<file path="src/rtl/rv_ctrl_pkg.sv">
package rv_ctrl_pkg;

    localparam int REG_W      = 5;
    localparam int ALU_OP_W   = 5;
    localparam int ALU_SRC_W  = 2;
    localparam int IMM_KIND_W = 3;
    localparam int MEM_SIZE_W = 2;

    typedef logic [31:0]           inst_t;
    typedef logic [REG_W-1:0]      reg_addr_t;
    typedef logic [MEM_SIZE_W-1:0] mem_size_t;  // byte, half, word, double

    typedef enum logic [ALU_OP_W-1:0] {
        alu_add = 5'd1, alu_sub, alu_and, alu_or, alu_xor,
        alu_slt, alu_sltu, alu_sll, alu_srl, alu_sra,
        alu_mul, alu_divu, alu_remu, alu_divw, alu_remw,
        alu_beq_cmp, alu_bne_cmp, alu_blt_cmp, alu_bge_cmp, alu_bltu_cmp, alu_bgeu_cmp,
        alu_none = 5'd0
    } alu_op_e;

    typedef enum logic [ALU_SRC_W-1:0] {
        src_reg, src_imm, src_pc_plus4, src_imm_plus_pc
    } alu_src_e;

    typedef enum logic [IMM_KIND_W-1:0] {
        imm_none, imm_i, imm_s, imm_b, imm_u, imm_j, imm_shamt
    } imm_kind_e;

    localparam logic [6:0] OPC_OP        = 7'b0110011;
    localparam logic [6:0] OPC_OP_IMM    = 7'b0010011;
    localparam logic [6:0] OPC_OP_32     = 7'b0111011;
    localparam logic [6:0] OPC_OP_IMM_32 = 7'b0011011;
    localparam logic [6:0] OPC_LOAD      = 7'b0000011;
    localparam logic [6:0] OPC_STORE     = 7'b0100011;
    localparam logic [6:0] OPC_BRANCH    = 7'b1100011;
    localparam logic [6:0] OPC_JAL       = 7'b1101111;
    localparam logic [6:0] OPC_JALR      = 7'b1100111;
    localparam logic [6:0] OPC_LUI       = 7'b0110111;
    localparam logic [6:0] OPC_AUIPC     = 7'b0010111;
    localparam logic [6:0] OPC_SYSTEM    = 7'b1110011;

    localparam logic [6:0] F7_BASE   = 7'b0000000;
    localparam logic [6:0] F7_ALT    = 7'b0100000;  // sub, sra
    localparam logic [6:0] F7_MULDIV = 7'b0000001;

    localparam inst_t EBREAK_INST = 32'h0010_0073;
    localparam int    FIFO_DEPTH  = 4;

    localparam int OFS_WORD_OP      = 0;
    localparam int OFS_MEM_UNSIGNED = 1;
    localparam int OFS_MEM_SIZE     = 2;
    localparam int OFS_MEM_WRITE    = 4;
    localparam int OFS_MEM_READ     = 5;
    localparam int OFS_JALR         = 6;
    localparam int OFS_JUMP         = 7;
    localparam int OFS_BRANCH       = 8;
    localparam int OFS_IMM_KIND     = 9;
    localparam int OFS_ALU_SRC      = 12;
    localparam int OFS_ALU_OP       = 14;
    localparam int OFS_RS2          = 19;
    localparam int OFS_RS1          = 24;
    localparam int OFS_RD           = 29;
    localparam int OFS_REG_WEN      = 34;
    localparam int OFS_EBREAK       = 35;
    localparam int OFS_ILLEGAL      = 36;
    localparam int CTRL_W           = 37;

    typedef logic [CTRL_W-1:0] ctrl_word_t;

endpackage
</file>
<file path="src/rtl/decode_unit.sv">
`timescale 1ns/1ps

module decode_unit (
    input  logic                   clk,
    input  logic                   arst_n,
    input  rv_ctrl_pkg::inst_t     inst,
    input  logic                   in_req,
    output logic                   in_ack,
    output logic                   out_req,
    input  logic                   out_ack,
    output logic                   illegal,
    output logic                   ebreak,
    output logic                   reg_wen,
    output rv_ctrl_pkg::reg_addr_t rd,
    output rv_ctrl_pkg::reg_addr_t rs1,
    output rv_ctrl_pkg::reg_addr_t rs2,
    output rv_ctrl_pkg::alu_op_e   alu_op,
    output rv_ctrl_pkg::alu_src_e  alu_src,
    output rv_ctrl_pkg::imm_kind_e imm_kind,
    output logic                   branch,
    output logic                   jump,
    output logic                   jalr,
    output logic                   mem_read,
    output logic                   mem_write,
    output rv_ctrl_pkg::mem_size_t mem_size,
    output logic                   mem_unsigned,
    output logic                   word_op
);

    logic                    push;
    logic                    pop;
    logic                    full;
    logic                    empty;
    rv_ctrl_pkg::ctrl_word_t push_word;
    rv_ctrl_pkg::ctrl_word_t head_word;

    inst_intake intake_i (
        .clk       (clk),
        .arst_n    (arst_n),
        .inst      (inst),
        .in_req    (in_req),
        .in_ack    (in_ack),
        .full      (full),
        .push      (push),
        .push_word (push_word)
    );

    ctrl_fifo fifo_i (
        .clk       (clk),
        .arst_n    (arst_n),
        .push      (push),
        .push_word (push_word),
        .full      (full),
        .pop       (pop),
        .empty     (empty),
        .head_word (head_word)
    );

    ctrl_issue issue_i (
        .clk          (clk),
        .arst_n       (arst_n),
        .empty        (empty),
        .head_word    (head_word),
        .pop          (pop),
        .out_req      (out_req),
        .out_ack      (out_ack),
        .illegal      (illegal),
        .ebreak       (ebreak),
        .reg_wen      (reg_wen),
        .rd           (rd),
        .rs1          (rs1),
        .rs2          (rs2),
        .alu_op       (alu_op),
        .alu_src      (alu_src),
        .imm_kind     (imm_kind),
        .branch       (branch),
        .jump         (jump),
        .jalr         (jalr),
        .mem_read     (mem_read),
        .mem_write    (mem_write),
        .mem_size     (mem_size),
        .mem_unsigned (mem_unsigned),
        .word_op      (word_op)
    );

endmodule

</file>
<file path="src/rtl/ctrl_issue.sv">
`timescale 1ns/1ps

module ctrl_issue (
    input  logic                    clk,
    input  logic                    arst_n,
    input  logic                    empty,
    input  rv_ctrl_pkg::ctrl_word_t head_word,
    output logic                    pop,
    output logic                    out_req,
    input  logic                    out_ack,
    output logic                    illegal,
    output logic                    ebreak,
    output logic                    reg_wen,
    output rv_ctrl_pkg::reg_addr_t  rd,
    output rv_ctrl_pkg::reg_addr_t  rs1,
    output rv_ctrl_pkg::reg_addr_t  rs2,
    output rv_ctrl_pkg::alu_op_e    alu_op,
    output rv_ctrl_pkg::alu_src_e   alu_src,
    output rv_ctrl_pkg::imm_kind_e  imm_kind,
    output logic                    branch,
    output logic                    jump,
    output logic                    jalr,
    output logic                    mem_read,
    output logic                    mem_write,
    output rv_ctrl_pkg::mem_size_t  mem_size,
    output logic                    mem_unsigned,
    output logic                    word_op
);

    typedef enum logic [1:0] {
        st_idle,
        st_req_high,
        st_wait_release
    } state_e;

    state_e                  state;
    rv_ctrl_pkg::ctrl_word_t word_q;

    assign out_req = (state == st_req_high);

    always_ff @(posedge clk or negedge arst_n) begin
        if (!arst_n) begin
            state <= st_idle;
            pop   <= 1'b0;
        end else begin
            pop <= 1'b0;
            case (state)
                st_idle: begin
                    if (pop) begin
                        state <= st_req_high;  // word taken this edge
                    end else begin
                        pop <= !empty;
                    end
                end
                st_req_high:     if (out_ack) state <= st_wait_release;
                st_wait_release: if (!out_ack) state <= st_idle;
                default:         state <= st_idle;
            endcase
        end
    end

    always_ff @(posedge clk) begin
        if (pop) word_q <= head_word;
    end

    assign illegal      = word_q[rv_ctrl_pkg::OFS_ILLEGAL];
    assign ebreak       = word_q[rv_ctrl_pkg::OFS_EBREAK];
    assign reg_wen      = word_q[rv_ctrl_pkg::OFS_REG_WEN];
    assign rd           = word_q[rv_ctrl_pkg::OFS_RD +: rv_ctrl_pkg::REG_W];
    assign rs1          = word_q[rv_ctrl_pkg::OFS_RS1 +: rv_ctrl_pkg::REG_W];
    assign rs2          = word_q[rv_ctrl_pkg::OFS_RS2 +: rv_ctrl_pkg::REG_W];
    assign alu_op       = rv_ctrl_pkg::alu_op_e'(
                              word_q[rv_ctrl_pkg::OFS_ALU_OP +: rv_ctrl_pkg::ALU_OP_W]);
    assign alu_src      = rv_ctrl_pkg::alu_src_e'(
                              word_q[rv_ctrl_pkg::OFS_ALU_SRC +: rv_ctrl_pkg::ALU_SRC_W]);
    assign imm_kind     = rv_ctrl_pkg::imm_kind_e'(
                              word_q[rv_ctrl_pkg::OFS_IMM_KIND +: rv_ctrl_pkg::IMM_KIND_W]);
    assign branch       = word_q[rv_ctrl_pkg::OFS_BRANCH];
    assign jump         = word_q[rv_ctrl_pkg::OFS_JUMP];
    assign jalr         = word_q[rv_ctrl_pkg::OFS_JALR];
    assign mem_read     = word_q[rv_ctrl_pkg::OFS_MEM_READ];
    assign mem_write    = word_q[rv_ctrl_pkg::OFS_MEM_WRITE];
    assign mem_size     = word_q[rv_ctrl_pkg::OFS_MEM_SIZE +: rv_ctrl_pkg::MEM_SIZE_W];
    assign mem_unsigned = word_q[rv_ctrl_pkg::OFS_MEM_UNSIGNED];
    assign word_op      = word_q[rv_ctrl_pkg::OFS_WORD_OP];

endmodule

</file>
<file path="src/rtl/ctrl_fifo.sv">
`timescale 1ns/1ps

module ctrl_fifo #(
    parameter int DEPTH = rv_ctrl_pkg::FIFO_DEPTH
) (
    input  logic                    clk,
    input  logic                    arst_n,
    input  logic                    push,
    input  rv_ctrl_pkg::ctrl_word_t push_word,
    output logic                    full,
    input  logic                    pop,
    output logic                    empty,
    output rv_ctrl_pkg::ctrl_word_t head_word
);

    rv_ctrl_pkg::ctrl_word_t  mem [DEPTH];
    logic [$clog2(DEPTH)-1:0] wr_ptr;
    logic [$clog2(DEPTH)-1:0] rd_ptr;
    logic [$clog2(DEPTH):0]   count;
    logic                     do_push;
    logic                     do_pop;

    assign do_push   = push && !full;
    assign do_pop    = pop && !empty;
    assign full      = (count == ($clog2(DEPTH) + 1)'(DEPTH));
    assign empty     = (count == '0);
    assign head_word = mem[rd_ptr];

    always_ff @(posedge clk) begin
        if (do_push) mem[wr_ptr] <= push_word;
    end

    always_ff @(posedge clk or negedge arst_n) begin
        if (!arst_n) begin
            wr_ptr <= '0;
            rd_ptr <= '0;
            count  <= '0;
        end else begin
            if (do_push) wr_ptr <= wr_ptr + 1'b1;  // wraps since depth is a power of two
            if (do_pop) rd_ptr <= rd_ptr + 1'b1;
            case ({do_push, do_pop})
                2'b10:   count <= count + 1'b1;
                2'b01:   count <= count - 1'b1;
                default: count <= count;
            endcase
        end
    end

endmodule

</file>
<file path="src/rtl/inst_intake.sv">
`timescale 1ns/1ps

module inst_intake (
    input  logic                    clk,
    input  logic                    arst_n,
    input  rv_ctrl_pkg::inst_t      inst,
    input  logic                    in_req,
    output logic                    in_ack,
    input  logic                    full,
    output logic                    push,
    output rv_ctrl_pkg::ctrl_word_t push_word
);

    typedef enum logic {
        st_idle,
        st_acked
    } state_e;

    state_e state;

    opcode_decoder decoder_i (
        .inst (inst),
        .ctrl (push_word)
    );

    assign push   = (state == st_idle) && in_req && !full;  // full holds off the ack
    assign in_ack = (state == st_acked);

    always_ff @(posedge clk or negedge arst_n) begin
        if (!arst_n) begin
            state <= st_idle;
        end else begin
            case (state)
                st_idle:  if (push) state <= st_acked;
                st_acked: if (!in_req) state <= st_idle;
                default:  state <= st_idle;
            endcase
        end
    end

endmodule

</file>
<file path="src/rtl/opcode_decoder.sv">
`timescale 1ns/1ps

module opcode_decoder (
    input  rv_ctrl_pkg::inst_t      inst,
    output rv_ctrl_pkg::ctrl_word_t ctrl
);

    logic [6:0] opcode;
    logic [2:0] funct3;
    logic [6:0] funct7;
    logic [6:0] shift_f7;
    logic       illegal, ebreak, reg_wen, use_rs1, use_rs2;
    logic       branch, jump, jalr, mem_read, mem_write, mem_unsigned, word_op;
    rv_ctrl_pkg::mem_size_t mem_size;
    rv_ctrl_pkg::alu_op_e   alu_op;
    rv_ctrl_pkg::alu_src_e  alu_src;
    rv_ctrl_pkg::imm_kind_e imm_kind;

    assign opcode   = inst[6:0];
    assign funct3   = inst[14:12];
    assign funct7   = inst[31:25];
    // rv64 shamt is 6 bits, so inst[25] belongs to it outside the word ops
    assign shift_f7 = (opcode == rv_ctrl_pkg::OPC_OP_IMM_32) ? funct7 : {inst[31:26], 1'b0};

    always_comb begin
        illegal      = 1'b0;
        ebreak       = 1'b0;
        reg_wen      = 1'b0;
        use_rs1      = 1'b0;
        use_rs2      = 1'b0;
        branch       = 1'b0;
        jump         = 1'b0;
        jalr         = 1'b0;
        mem_read     = 1'b0;
        mem_write    = 1'b0;
        mem_unsigned = 1'b0;
        word_op      = 1'b0;
        mem_size     = '0;
        alu_op       = rv_ctrl_pkg::alu_none;
        alu_src      = rv_ctrl_pkg::src_reg;
        imm_kind     = rv_ctrl_pkg::imm_none;
        case (opcode)
            rv_ctrl_pkg::OPC_OP: begin
                reg_wen = 1'b1;
                use_rs1 = 1'b1;
                use_rs2 = 1'b1;
                case ({funct7, funct3})
                    {rv_ctrl_pkg::F7_BASE, 3'b000}:   alu_op = rv_ctrl_pkg::alu_add;
                    {rv_ctrl_pkg::F7_ALT, 3'b000}:    alu_op = rv_ctrl_pkg::alu_sub;
                    {rv_ctrl_pkg::F7_BASE, 3'b001}:   alu_op = rv_ctrl_pkg::alu_sll;
                    {rv_ctrl_pkg::F7_BASE, 3'b010}:   alu_op = rv_ctrl_pkg::alu_slt;
                    {rv_ctrl_pkg::F7_BASE, 3'b011}:   alu_op = rv_ctrl_pkg::alu_sltu;
                    {rv_ctrl_pkg::F7_BASE, 3'b100}:   alu_op = rv_ctrl_pkg::alu_xor;
                    {rv_ctrl_pkg::F7_BASE, 3'b101}:   alu_op = rv_ctrl_pkg::alu_srl;
                    {rv_ctrl_pkg::F7_ALT, 3'b101}:    alu_op = rv_ctrl_pkg::alu_sra;
                    {rv_ctrl_pkg::F7_BASE, 3'b110}:   alu_op = rv_ctrl_pkg::alu_or;
                    {rv_ctrl_pkg::F7_BASE, 3'b111}:   alu_op = rv_ctrl_pkg::alu_and;
                    {rv_ctrl_pkg::F7_MULDIV, 3'b000}: alu_op = rv_ctrl_pkg::alu_mul;
                    {rv_ctrl_pkg::F7_MULDIV, 3'b101}: alu_op = rv_ctrl_pkg::alu_divu;
                    {rv_ctrl_pkg::F7_MULDIV, 3'b111}: alu_op = rv_ctrl_pkg::alu_remu;
                    default:                          illegal = 1'b1;
                endcase
            end
            rv_ctrl_pkg::OPC_OP_32: begin
                reg_wen = 1'b1;
                use_rs1 = 1'b1;
                use_rs2 = 1'b1;
                word_op = 1'b1;
                case ({funct7, funct3})
                    {rv_ctrl_pkg::F7_BASE, 3'b000}:   alu_op = rv_ctrl_pkg::alu_add;
                    {rv_ctrl_pkg::F7_ALT, 3'b000}:    alu_op = rv_ctrl_pkg::alu_sub;
                    {rv_ctrl_pkg::F7_BASE, 3'b001}:   alu_op = rv_ctrl_pkg::alu_sll;
                    {rv_ctrl_pkg::F7_BASE, 3'b101}:   alu_op = rv_ctrl_pkg::alu_srl;
                    {rv_ctrl_pkg::F7_ALT, 3'b101}:    alu_op = rv_ctrl_pkg::alu_sra;
                    {rv_ctrl_pkg::F7_MULDIV, 3'b000}: alu_op = rv_ctrl_pkg::alu_mul;
                    {rv_ctrl_pkg::F7_MULDIV, 3'b100}: alu_op = rv_ctrl_pkg::alu_divw;
                    {rv_ctrl_pkg::F7_MULDIV, 3'b110}: alu_op = rv_ctrl_pkg::alu_remw;
                    default:                          illegal = 1'b1;
                endcase
            end
            rv_ctrl_pkg::OPC_OP_IMM, rv_ctrl_pkg::OPC_OP_IMM_32: begin
                word_op  = (opcode == rv_ctrl_pkg::OPC_OP_IMM_32);
                reg_wen  = 1'b1;
                use_rs1  = 1'b1;
                alu_src  = rv_ctrl_pkg::src_imm;
                imm_kind = rv_ctrl_pkg::imm_i;
                case (funct3)
                    3'b000:  alu_op = rv_ctrl_pkg::alu_add;
                    3'b001:  alu_op = rv_ctrl_pkg::alu_sll;
                    3'b010:  alu_op = rv_ctrl_pkg::alu_slt;
                    3'b011:  alu_op = rv_ctrl_pkg::alu_sltu;
                    3'b100:  alu_op = rv_ctrl_pkg::alu_xor;
                    3'b110:  alu_op = rv_ctrl_pkg::alu_or;
                    3'b111:  alu_op = rv_ctrl_pkg::alu_and;
                    default: alu_op = shift_f7[5] ? rv_ctrl_pkg::alu_sra : rv_ctrl_pkg::alu_srl;
                endcase
                if (funct3[1:0] == 2'b01) begin  // shifts
                    imm_kind = rv_ctrl_pkg::imm_shamt;
                    illegal  = (shift_f7 != rv_ctrl_pkg::F7_BASE) &&
                               (shift_f7 != rv_ctrl_pkg::F7_ALT || !funct3[2]);
                end else if (word_op && funct3 != 3'b000) begin
                    illegal = 1'b1;  // only addiw among the rest
                end
            end
            rv_ctrl_pkg::OPC_LOAD: begin
                reg_wen      = 1'b1;
                use_rs1      = 1'b1;
                mem_read     = 1'b1;
                mem_size     = funct3[1:0];
                mem_unsigned = funct3[2];
                alu_op       = rv_ctrl_pkg::alu_add;
                alu_src      = rv_ctrl_pkg::src_imm;
                imm_kind     = rv_ctrl_pkg::imm_i;
                illegal      = (funct3 == 3'b111);
            end
            rv_ctrl_pkg::OPC_STORE: begin
                use_rs1   = 1'b1;
                use_rs2   = 1'b1;
                mem_write = 1'b1;
                mem_size  = funct3[1:0];
                alu_op    = rv_ctrl_pkg::alu_add;
                alu_src   = rv_ctrl_pkg::src_imm;
                imm_kind  = rv_ctrl_pkg::imm_s;
                illegal   = funct3[2];
            end
            rv_ctrl_pkg::OPC_BRANCH: begin
                use_rs1  = 1'b1;
                use_rs2  = 1'b1;
                branch   = 1'b1;
                imm_kind = rv_ctrl_pkg::imm_b;
                case (funct3)
                    3'b000:  alu_op = rv_ctrl_pkg::alu_beq_cmp;
                    3'b001:  alu_op = rv_ctrl_pkg::alu_bne_cmp;
                    3'b100:  alu_op = rv_ctrl_pkg::alu_blt_cmp;
                    3'b101:  alu_op = rv_ctrl_pkg::alu_bge_cmp;
                    3'b110:  alu_op = rv_ctrl_pkg::alu_bltu_cmp;
                    3'b111:  alu_op = rv_ctrl_pkg::alu_bgeu_cmp;
                    default: illegal = 1'b1;
                endcase
            end
            rv_ctrl_pkg::OPC_JAL, rv_ctrl_pkg::OPC_JALR: begin
                jalr     = (opcode == rv_ctrl_pkg::OPC_JALR);
                reg_wen  = 1'b1;
                use_rs1  = jalr;
                jump     = 1'b1;
                alu_op   = rv_ctrl_pkg::alu_add;
                alu_src  = rv_ctrl_pkg::src_pc_plus4;  // link value
                imm_kind = jalr ? rv_ctrl_pkg::imm_i : rv_ctrl_pkg::imm_j;
                illegal  = jalr && funct3 != 3'b000;
            end
            rv_ctrl_pkg::OPC_LUI, rv_ctrl_pkg::OPC_AUIPC: begin
                reg_wen  = 1'b1;
                alu_op   = rv_ctrl_pkg::alu_add;
                alu_src  = (opcode == rv_ctrl_pkg::OPC_LUI) ? rv_ctrl_pkg::src_imm
                                                            : rv_ctrl_pkg::src_imm_plus_pc;
                imm_kind = rv_ctrl_pkg::imm_u;
            end
            rv_ctrl_pkg::OPC_SYSTEM: begin
                ebreak  = (inst == rv_ctrl_pkg::EBREAK_INST);
                illegal = !ebreak;  // ecall, csr ops not kept
            end
            default: illegal = 1'b1;
        endcase
    end

    always_comb begin
        ctrl = '0;
        if (illegal) begin
            ctrl[rv_ctrl_pkg::OFS_ILLEGAL] = 1'b1;
        end else begin
            ctrl[rv_ctrl_pkg::OFS_EBREAK]       = ebreak;
            ctrl[rv_ctrl_pkg::OFS_REG_WEN]      = reg_wen;
            ctrl[rv_ctrl_pkg::OFS_RD +: 5]      = reg_wen ? inst[11:7] : 5'd0;
            ctrl[rv_ctrl_pkg::OFS_RS1 +: 5]     = use_rs1 ? inst[19:15] : 5'd0;
            ctrl[rv_ctrl_pkg::OFS_RS2 +: 5]     = use_rs2 ? inst[24:20] : 5'd0;
            ctrl[rv_ctrl_pkg::OFS_ALU_OP +: 5]  = alu_op;
            ctrl[rv_ctrl_pkg::OFS_ALU_SRC +: 2] = alu_src;
            ctrl[rv_ctrl_pkg::OFS_IMM_KIND +: 3] = imm_kind;
            ctrl[rv_ctrl_pkg::OFS_BRANCH]       = branch;
            ctrl[rv_ctrl_pkg::OFS_JUMP]         = jump;
            ctrl[rv_ctrl_pkg::OFS_JALR]         = jalr;
            ctrl[rv_ctrl_pkg::OFS_MEM_READ]     = mem_read;
            ctrl[rv_ctrl_pkg::OFS_MEM_WRITE]    = mem_write;
            ctrl[rv_ctrl_pkg::OFS_MEM_SIZE +: 2] = mem_size;
            ctrl[rv_ctrl_pkg::OFS_MEM_UNSIGNED] = mem_unsigned;
            ctrl[rv_ctrl_pkg::OFS_WORD_OP]      = word_op;
        end
    end

endmodule

</file>
<file path="config.mk">
export PLATFORM = sky130hd
export DESIGN_NAME = decode_unit
export DESIGN_NICKNAME = d
export VERILOG_FILES = /design/src/rtl/rv_ctrl_pkg.sv /design/src/rtl/decode_unit.sv /design/src/rtl/ctrl_issue.sv /design/src/rtl/ctrl_fifo.sv /design/src/rtl/inst_intake.sv /design/src/rtl/opcode_decoder.sv
export SDC_FILE = /design/constraint.sdc
export NUM_CORES = 1
export LEC_CHECK = 0
export BUFFER_PORTS_ARGS = -buffer_cell sky130_fd_sc_hd__buf_2
export CORE_UTILIZATION = 45
export CTS_CLUSTER_SIZE = 12
export DETAILED_ROUTE_END_ITERATION = 10
export PLACE_DENSITY = 0.74
export SLEW_MARGIN = 20
export SYNTH_ARGS = -nofsm -noshare
export SYNTH_HDL_FRONTEND = slang
export SYNTH_SLANG_ARGS = --single-unit
</file>
<file path="constraint.sdc">
create_clock -name clk -period 6 [get_ports clk]
set_input_delay 1.2 -clock clk [delete_from_list [all_inputs] [get_ports clk]]
set_output_delay 1.2 -clock clk [all_outputs]
set_load 0.05 [all_outputs]
</file>
==> flow_metrics.env, run 1 <==
export IMPL_status="finished, violations left"
export IMPL_violations="DRC"
export IMPL_totalWireLength_um=16100
export IMPL_setup_worst_path_start="inst[27]"
export IMPL_finalHoldViolCount=0
export IMPL_critical_path_max_fanout=20
export IMPL_peakVddDrop_mv=0.244
export IMPL_die_h_um=137
export IMPL_clk_transition_reported_paths_ns=0.07
export IMPL_r2r_slack_ns=3.84
export IMPL_clock_skew_ns=0.0150
export IMPL_endpoint="fifo_i.mem[2][16]$_DFFE_PP_"
export IMPL_synth_edf_count=185
export IMPL_grt_max_degree=40
export IMPL_fill_cells=1433
export IMPL_cp_required_ns=6.17
export IMPL_rsz0062_at_grt="no"
export IMPL_r2r_end="issue_i.word_q[35]$_DFFE_PP_"
export IMPL_synth_area_um2=8210
export IMPL_clock_latency_ns=0.44
export IMPL_max_cap_viol_count=0
export IMPL_final_util=0.523
export IMPL_p_sw_frac=0.333
export IMPL_grt_usage=0.187
export IMPL_cts_tree="yes"
export IMPL_powerDensity_nw_per_um2=449
export IMPL_seqPwrFrac=0.449
export IMPL_p_comb_frac=0.290
export IMPL_leakagePower_nw=3.35
export IMPL_setup_viol=0
export IMPL_slowest_delay_ns=0.57
export IMPL_root_buffer="clkbuf_16"
export IMPL_worst_pin_slew_ns=0.669
export IMPL_cts_buffers=17
export IMPL_switchingPower_mw=1.40
export IMPL_htreeDepth=4
export IMPL_die_area_um2=18800
export IMPL_pin_count=75
export IMPL_synth_area_per_cell_um2=17.4
export IMPL_min_period_ns=3.60
export IMPL_hpwl_um=10300
export IMPL_max_freq_mhz=277
export IMPL_gp_congestion=0.915
export IMPL_port_buffers=74
export IMPL_grt_pass1_vias=4528
export IMPL_vias=4469
export IMPL_r2r_start="fifo_i.rd_ptr[0]$_DFFE_PN0P_"
export IMPL_final_antenna_net_count=0
export IMPL_pre_cts_slack_ns=2.06
export IMPL_ys_seq_area_frac=0.710
export IMPL_p_int_mw=2.81
export IMPL_final_layout_size_suffix_gt1_frac=0.313
export IMPL_grt_pass1_wl_um=25300
export IMPL_vias_per_cell=5.67
export IMPL_crit_buf_inv=2
export IMPL_cp_cell_sequence="buf_2 -> or4_4 -> nor3_1 -> a21oi_1 -> o21ai_0 -> and3_4 -> inv_4 -> a211oi_1"
export IMPL_wire_per_inst_um=20.4
export IMPL_ys_ff_latch=196
export IMPL_grt_overflow=0
export IMPL_nets=588
export IMPL_antenna_found_initial=2
export IMPL_clockBufferDepth=2
export IMPL_start_util=0.458
export IMPL_first_pass_iters=8
export IMPL_setup_tns_ns=0
export IMPL_synthDistinctLibCells=63
export IMPL_clock_sinks=196
export IMPL_slew_violations=0
export IMPL_period_share=0.601
export IMPL_cp_depth=8
export IMPL_syn_instance_count=472
export IMPL_core_area_um2=17900
export IMPL_yosysWarnings=0
export IMPL_synth_fp_nets=514
export IMPL_postCtsSetupRepairBufs=0
export IMPL_r2r_cells=2
export IMPL_holdBufCountCts=0
export IMPL_setup_ws_ns=2.40
export IMPL_drcViolationCount=2
export IMPL_critPathKind="in2reg"
export IMPL_worst_setup_path_start_kind="input port"
export IMPL_area_growth_syn_to_layout_pct=14.2
export IMPL_drt_iter0_drc=380
export IMPL_finalPower_mw=4.21
export IMPL_cts_repair_resized=0
export IMPL_cp_data_arrival_time_ns=3.77
export IMPL_worst_path_dominant_cell_family="simple AND/OR/NAND/NOR gates"
export IMPL_die_w_um=137
export IMPL_rows=49
export IMPL_relSlewSlack=0.551
export IMPL_antennaDiodeCount=0
export IMPL_cp_slowest_cell="or4_4"
export IMPL_async_flop_share=0.0561
export IMPL_clkPwrFrac=0.262
export IMPL_hp_class="reg2reg"
export IMPL_critPathCaptureType="register"
export IMPL_synthFlopType="edfxtp_1"
[worst min-delay path by stage]
stage	cells past startpoint	startpoint	endpoint	slack (ns)
6_report	1	fifo_i.count[2]$_DFFE_PN0P_	fifo_i.count[2]$_DFFE_PN0P_	0.51
5_1_grt	1	issue_i.state[1]$_DFFE_PN0P_	issue_i.state[0]$_DFFE_PN0P_	0.51
4_1_cts	1	issue_i.state[1]$_DFFE_PN0P_	issue_i.state[0]$_DFFE_PN0P_	0.51
3_5_place_dp	1	issue_i.state[1]$_DFFE_PN0P_	issue_i.pop$_DFF_PN0_	0.50
3_3_place_gp	1	issue_i.state[1]$_DFFE_PN0P_	issue_i.state[0]$_DFFE_PN0P_	0.46
2_1_floorplan	1	issue_i.state[1]$_DFFE_PN0P_	issue_i.state[0]$_DFFE_PN0P_	0.44
[sequential cells by signal, indices dropped and copies added, names as in the netlist]
register / count
fifo_i.wr_ptr: 2
issue_i.state: 2
fifo_i.mem: 148
issue_i.word_q: 37
fifo_i.rd_ptr: 2
fifo_i.count: 3
intake_i.in_ack: 1
issue_i.pop: 1
[stage by stage]
stage,hold WS (ns),instance area (um^2),std cells
2_1_floorplan,0.441,8210,472
6_report,0.505,9370,788
4_1_cts,0.506,9370,788
5_1_grt,0.510,9370,788
3_5_place_dp,0.497,8790,756
3_3_place_gp,0.457,8790,756
[cell usage after synthesis (8+ instances only)]
master / instances / share of area
nand2_1: 15 / 0.0069
and3_2: 8 / 0.0073
and3_1: 12 / 0.0091
o21ai_0: 12 / 0.0073
a21oi_1: 17 / 0.010
dfrtp_1: 11 / 0.034
nor2b_1: 8 / 0.0061
a211oi_1: 8 / 0.0073
edfxtp_1: 185 / 0.68
clkbuf_1: 16 / 0.0073
inv_1: 10 / 0.0046
nor2_1: 20 / 0.0091
mux4_2: 37 / 0.10
[worst reg2reg max path, delay by kind of cell, from the launching register on]
kind                   cells  cell delay, ns
DFF                        1            0.74
muxes                      1            0.62
buffers and inverters      1            0.53
[logic make-up (layout without fill, tap and decap cells)]
family / Yosys count / count (layout) / synth area share
AO/OA/AOI/OAI: 63 / 63 / 0.0520
flip-flops: 196 / 196 / 0.710
AND/OR/NAND/NOR: 122 / 122 / 0.0932
multiplexers: 40 / 40 / 0.105
adder cells (fa/ha/maj): 6 / 6 / 0.0101
XOR/XNOR: 8 / 8 / 0.00854
buffers and inverters: 37 / 124 / 0.0206
[power groups by stage]
stage          Sequential, mW  Combinational (mW)  Clock [mW]
2_1_floorplan            2.29               0.560           0
3_3_place_gp             1.91                1.22           0
3_5_place_dp             1.92                1.24           0
4_1_cts                  1.90                1.24        1.12
5_1_grt                  1.92                1.30        1.18
6_report                 1.89                1.22        1.10
[area by class of cell]
cell class	instances	area (um^2)	area share
sequential	196	5830	0.622
multi-input combinational	239	2210	0.236
clock buffer	17	425	0.0454
timing repair buffer	81	423	0.0451
tap	229	287	0.0306
clock inverter	15	153	0.0163
inverter	11	43.8	0.00467
[routing by layer]
| layer | GRT usage | routed length, um |
|---|---|---|
| met1 | 0.245 | 6880 |
| met2 | 0.305 | 8000 |
| met3 | 0.0470 | 1040 |
| met5 | 0 | 13 |
| met4 | 0.0598 | 163 |
[cells in the final DEF (no fill, tap or decap), types with 4 or more instances in the layout]
cell type   Yosys  layout
o22ai_1         4       4
dfrtp_1        11      10
clkbuf_16       0      17
a21oi_1        17      17
and3_1         12      12
nand2_1        15      15
and3_2          8       8
buf_2           1      74
clkinvlp_4      0       4
nor2b_1         8       8
nor3_1          5       5
edfxtp_1      185     185
nor2_1         20      20
inv_1          10      10
a211oi_1        8       8
inv_6           0       4
ha_1            5       5
mux4_2         37      37
nor4_1          5       5
nand2b_1        6       6
and2_1          5       5
nand3_1         6       6
buf_4           0       7
xnor2_1         5       5
o21ai_0        12      12
Power figures use the tool's default switching activity.
==> inputs of run 2 (changes only) <==
--- a/config.mk
+++ b/config.mk
@@ -9,7 +9,7 @@
 export CORE_UTILIZATION = 45
 export CTS_CLUSTER_SIZE = 12
 export DETAILED_ROUTE_END_ITERATION = 10
-export PLACE_DENSITY = 0.74
+export PLACE_DENSITY = 0.77
 export SLEW_MARGIN = 20
 export SYNTH_ARGS = -nofsm -noshare
 export SYNTH_HDL_FRONTEND = slang
==> constraint.sdc (replaced) <==
create_clock -name clk -period 2.95 [get_ports clk]
set_input_delay 0.59 -clock clk [delete_from_list [all_inputs] [get_ports clk]]
set_output_delay 0.59 -clock clk [all_outputs]
set_load 0.05 [all_outputs]
==> run 2 against run 1 <==
Net effect: global-route usage is 0.28 points higher; count of clock-buffer cells in the layout is 1 higher; worst setup slack worse by 1.9 ns; register-to-register slack worse by 3.0 ns; flip-flop and latch count stayed put; the flow now finishes without violations; final area is 1.1% higher; combinational power is 110% higher; routed wire length is 1.0% higher; cell count is 2.2% higher; total power is 100% higher.
==> flow_metrics.env, run 2 (synthesized netlist as in run 1, its figures left out) <==
export IMPL_relSlewSlack=0.604
export IMPL_rows=49
export IMPL_pin_count=75
export IMPL_clock_latency_ns=0.43
export IMPL_setup_viol=0
export IMPL_die_area_um2=18800
export IMPL_clock_sinks=196
export IMPL_max_cap_viol_count=0
export IMPL_r2r_start="fifo_i.count[0]$_DFFE_PN0P_"
export IMPL_holdBufCountCts=0
export IMPL_drcViolationCount=0
export IMPL_grtUsageMet3=0.0463
export IMPL_start_util=0.458
export IMPL_critPathKind="in2reg"
export IMPL_hpwl_um=10500
export IMPL_gp_congestion=0.912
export IMPL_first_pass_iters=5
export IMPL_p_int_mw=5.66
export IMPL_postCtsSetupRepairBufs=0
export IMPL_rsz0062_at_grt="no"
export IMPL_final_area_um2=9470
export IMPL_clock_skew_ns=0.0106
export IMPL_max_freq_mhz=404
export IMPL_cts_tree="yes"
export IMPL_largestRegisters="fifo_i.mem x148, issue_i.word_q x37, fifo_i.count x3"
export IMPL_clk_transition_reported_paths_ns=0.07
export IMPL_grt_pass1_wl_um=25600
export IMPL_cp_slowest_cell="or4_4"
export IMPL_final_common_cell="edfxtp_1"
export IMPL_switchingPower_mw=2.81
export IMPL_grtUsageMet2=0.304
export IMPL_hp_class="in2async"
export IMPL_setup_worst_path_start="inst[27]"
export IMPL_peakVddDrop_mv=0.504
export IMPL_nets=605
export IMPL_slew_violations=0
export IMPL_met1_usage=0.248
export IMPL_min_period_ns=2.48
export IMPL_cp_required_ns=3.14
export IMPL_cts_buffers=17
export IMPL_cp_cell_sequence="buf_2 -> or4_4 -> a2111oi_4 -> a221oi_2 -> nor4_2 -> and3_4 -> inv_4 -> nor4_2"
export IMPL_totalWireLength_um=16300
export IMPL_vias_per_cell=5.70
export IMPL_period_share=0.840
export IMPL_die_h_um=137
export IMPL_vias=4591
export IMPL_cts_repair_resized=0
export IMPL_clkPwrFrac=0.249
export IMPL_grt_usage=0.189
export IMPL_worst_pin_slew_ns=0.594
export IMPL_slowest_delay_ns=0.57
export IMPL_final_util=0.529
export IMPL_final_antenna_net_count=0
export IMPL_critical_path_max_fanout=18
export IMPL_p_sw_frac=0.332
export IMPL_antennaDiodeCount=0
export IMPL_powerDensity_nw_per_um2=894
export IMPL_critPathCaptureType="register"
export IMPL_largest_register_ffs=148
export IMPL_r2r_cells=10
export IMPL_seqPwrFrac=0.454
export IMPL_setup_tns_ns=0
export IMPL_top_usage_layer="met2"
export IMPL_final_layout_size_suffix_gt1_frac=0.332
export IMPL_largest_register="fifo_i.mem"
export IMPL_cp_common_cell="nor4_2"
export IMPL_finalHoldViolCount=0
export IMPL_cp_data_arrival_time_ns=2.67
export IMPL_place_area_um2=8930
export IMPL_leakagePower_nw=3.42
export IMPL_area_growth_syn_to_layout_pct=15.4
export IMPL_clockBufferDepth=2
export IMPL_status="finished, final reports clean"
export IMPL_grt_overflow=0
export IMPL_wire_per_inst_um=20.2
export IMPL_worst_setup_path_start_kind="input port"
export IMPL_p_comb_frac=0.297
export IMPL_antenna_found_initial=0
export IMPL_core_area_um2=17900
export IMPL_htreeDepth=4
export IMPL_port_buffers=74
export IMPL_die_w_um=137
export IMPL_drt_iter0_drc=327
export IMPL_layout_common_cells="edfxtp_1, buf_2, mux4_2"
export IMPL_grt_pass1_vias=4801
export IMPL_root_buffer="clkbuf_16"
export IMPL_grt_max_degree=40
run 2: changes by cell type in the layout (fill, tap and decap cells not counted), sizes merged:
cell,before,now
clkinvlp,4,3
inv,15,13
clkinv,5,8
bufinv,2,1
clkbuf,17,18
buf,81,98
run 2: final cells by class:
type | instances | area [um^2]
Tap cell | 229 | 287
Sequential cell | 196 | 5830
Timing Repair Buffer | 98 | 563
Clock buffer | 18 | 429
Fill cell | 1427 | 8430
Multi-Input combinational cell | 239 | 2210
Inverter | 11 | 43.8
Clock inverter | 14 | 111
run 2: worst paths after layout:
kind / endpoint / slack [ns]
worst min-delay path: fifo_i.count[1]$_DFFE_PN0P_ / 0.02
worst max-delay path: fifo_i.mem[3][17]$_DFFE_PP_ / 0.47
worst min register to register: issue_i.state[0]$_DFFE_PN0P_ / 0.48
min in group clk: issue_i.state[0]$_DFFE_PN0P_ / 0.36
max in group asynchronous: fifo_i.rd_ptr[0]$_DFFE_PN0P_ / 2.71
worst max register to register: fifo_i.count[2]$_DFFE_PN0P_ / 0.81
run 2: metal layers:
| layer | routed length [um] | vias to the layer above |
|---|---|---|
| met4 | 351 | 0 |
| li1 | - | 2075 |
| met2 | 7920 | 166 |
| met5 | 0 | - |
| met1 | 7010 | 2327 |
| met3 | 987 | 23 |
run 2: critical path: cells and delay by family:
family	cells	cell delay, ns
AOI/OAI and AO/OA	2	0.52
buffers and inverters	2	0.19
and+or+nand+nor	4	1.37
run 2: power by group through the flow:
stage	logic [mW]	clock network [mW]	registers [mW]
2_1_floorplan	1.14	0	4.66
3_3_place_gp	2.51	0	3.90
3_5_place_dp	2.56	0	3.91
4_1_cts	2.57	2.14	3.86
5_1_grt	2.69	2.26	3.90
6_report	2.51	2.11	3.85
run 2: metrics by stage:
step / cells / setup slack, ns / hold WS (ns) / power, mW
after floorplan: 472 / 0.402 / 0.294 / 5.80
after global placement: 773 / 0.148 / 0.459 / 6.41
after detailed placement: 773 / 0.0683 / 0.473 / 6.47
after CTS: 805 / 0.512 / 0.00802 / 8.57
after global routing: 805 / 0.403 / 0.0153 / 8.85
final: 805 / 0.473 / 0.0199 / 8.47
==> inputs of run 3 (changes only) <==
==> constraint.sdc (replaced) <==
create_clock -name clk -period 2.1 [get_ports clk]
set_input_delay 0.42 -clock clk [delete_from_list [all_inputs] [get_ports clk]]
set_output_delay 0.42 -clock clk [all_outputs]
set_load 0.05 [all_outputs]
==> run 3 against run 2 <==
Net effect: the run now ends with setup timing left; cell count rose by 7.8%; largest cell class unchanged; non-clock buffer count rose by 62; worst hold slack improved by 0.16 ns.
==> flow_metrics.env, run 3 (synthesized netlist as in run 1, its figures left out) <==
export IMPL_antenna_found_initial=0
export IMPL_place_area_um2=9610
export IMPL_period_share=1.06
export IMPL_max_cap_viol_count=0
export IMPL_r2r_start="fifo_i.count[0]$_DFFE_PN0P_"
export IMPL_setup_viol=119
export IMPL_clock_latency_ns=0.43
export IMPL_root_buffer="clkbuf_16"
export IMPL_cts_buffers=17
export IMPL_violations="setup timing"
export IMPL_slowest_delay_ns=0.57
export IMPL_drcViolationCount=0
export IMPL_area_growth_syn_to_layout_pct=26.1
export IMPL_max_freq_mhz=448
export IMPL_cp_data_arrival_time_ns=2.49
export IMPL_setup_ws_ns=-0.133
export IMPL_worst_setup_path_start_kind="input port"
export IMPL_final_common_cell="edfxtp_1"
export IMPL_critPathCaptureType="register"
export IMPL_clockBufferDepth=2
export IMPL_relSlewSlack=0.635
export IMPL_layout_common_cells="edfxtp_1, buf_4, buf_2"
export IMPL_final_antenna_net_count=0
export IMPL_largest_register="fifo_i.mem"
export IMPL_rsz0062_at_grt="yes"
export IMPL_largestRegisters="fifo_i.mem x148, issue_i.word_q x37, fifo_i.count x3"
export IMPL_die_w_um=137
export IMPL_final_util=0.578
export IMPL_status="finished, violations left"
export IMPL_cp_required_ns=2.35
export IMPL_fill_cells=1297
export IMPL_vias=4916
export IMPL_wire_per_inst_um=19.8
export IMPL_gp_congestion=0.909
export IMPL_critPathKind="in2reg"
export IMPL_port_buffers=74
export IMPL_grt_overflow=0
export IMPL_crit_buf_inv=3
export IMPL_rows=49
export IMPL_pin_count=75
export IMPL_stdcell_count=868
export IMPL_clkPwrFrac=0.253
export IMPL_grt_pass1_vias=4923
export IMPL_drt_iter0_drc=430
export IMPL_peakVddDrop_mv=0.823
export IMPL_first_pass_iters=8
export IMPL_final_area_um2=10400
export IMPL_grt_pass1_wl_um=26800
export IMPL_totalWireLength_um=17200
export IMPL_p_int_mw=8.10
export IMPL_die_area_um2=18800
export IMPL_leakagePower_nw=3.81
export IMPL_setup_worst_path_start="inst[28]"
export IMPL_clock_sinks=196
export IMPL_hpwl_um=11200
export IMPL_finalHoldViolCount=0
export IMPL_grt_usage=0.196
export IMPL_clock_skew_ns=0.00819
export IMPL_largest_register_ffs=148
export IMPL_min_period_ns=2.23
export IMPL_critical_path_max_fanout=7
export IMPL_slew_violations=0
export IMPL_p_comb_frac=0.310
export IMPL_hp_class="in2reg"
export IMPL_cp_cell_sequence="buf_6 -> or4_4 -> a2111oi_4 -> a221oi_2 -> nor4_2 -> and3_4 -> inv_8 -> buf_12 -> nor3b_4"
export IMPL_final_layout_size_suffix_gt1_frac=0.444
export IMPL_dp_cells=829
export IMPL_antennaDiodeCount=0
export IMPL_p_sw_frac=0.344
export IMPL_seqPwrFrac=0.437
export IMPL_grt_max_degree=40
export IMPL_die_h_um=137
export IMPL_start_util=0.458
export IMPL_hold_start="out_ack"
export IMPL_nets=668
export IMPL_worst_path_dominant_cell_family="simple AND/OR/NAND/NOR gates"
export IMPL_worst_pin_slew_ns=0.547
export IMPL_cts_tree="yes"
export IMPL_pre_cts_slack_ns=-0.758
export IMPL_cp_slowest_cell="or4_4"
export IMPL_powerDensity_nw_per_um2=1190
export IMPL_switchingPower_mw=4.25
export IMPL_htreeDepth=4
export IMPL_vias_per_cell=5.66
export IMPL_clk_transition_reported_paths_ns=0.07
export IMPL_core_area_um2=17900
run 3: area by class of cell:
class	instances	area (um^2)	area share
Clock inverter	15	164	0.0158
Sequential cell	196	5830	0.564
Timing Repair inverter	1	11.3	0.00109
Clock buffer	17	425	0.0411
Timing Repair Buffer	160	1160	0.112
Multi-Input combinational cell	239	2420	0.234
Tap cell	229	287	0.0277
Inverter	11	48.8	0.00471
run 3: what timing repair did:
item / CTS / global route
hold buffers: 1 / 0
setup buffers: 4 / 2
endpoints found under the setup margin: 136 / 136
gates resized for setup: 16 / 8
endpoints found under the hold margin: 11 / 0
pin swaps: 4 / 4
cloned: 1 / 0
run 3: final timing paths:
kind,end,slack [ns],cells after the start
min,issue_i.state[0]$_DFFE_PN0P_,0.18,2
min in group asynchronous,fifo_i.count[1]$_DFFE_PN0P_,0.38,2
max reg2reg,fifo_i.count[2]$_DFFE_PN0P_,0.14,10
max in group asynchronous,fifo_i.rd_ptr[0]$_DFFE_PN0P_,1.51,2
max,fifo_i.mem[3][5]$_DFFE_PP_,-0.13,9
min reg2reg,issue_i.state[0]$_DFFE_PN0P_,0.48,1
run 3: metal layers:
metal / up-vias / GRT usage / routed length (um)
met5: - / 0 / 0
met3: 24 / 0.0448 / 1310
li1: 2207 / - / -
met4: 0 / 0.0720 / 248
met1: 2477 / 0.263 / 7330
met2: 208 / 0.312 / 8300
run 3: power groups by stage:
stage               Combinational (mW)  Sequential (mW)  Clock, mW
floorplan                         1.62             6.54          0
global placement                  3.75             5.46          0
detailed placement                3.82             5.47          0
CTS                               3.86             5.40       3.18
global route                      4.08             5.46       3.35
finish                            3.83             5.40       3.13
run 3: metrics by stage:
stage / hold WS, ns / total power [mW] / TNS, ns
after CTS: 0.167 / 12.4 / -2.77
after floorplan: 0.124 / 8.16 / -10.84
after global placement: 0.292 / 9.21 / -68.08
after detailed placement: 0.303 / 9.29 / -81.62
after global routing: 0.174 / 12.9 / -11.20
final: 0.182 / 12.4 / -6.83
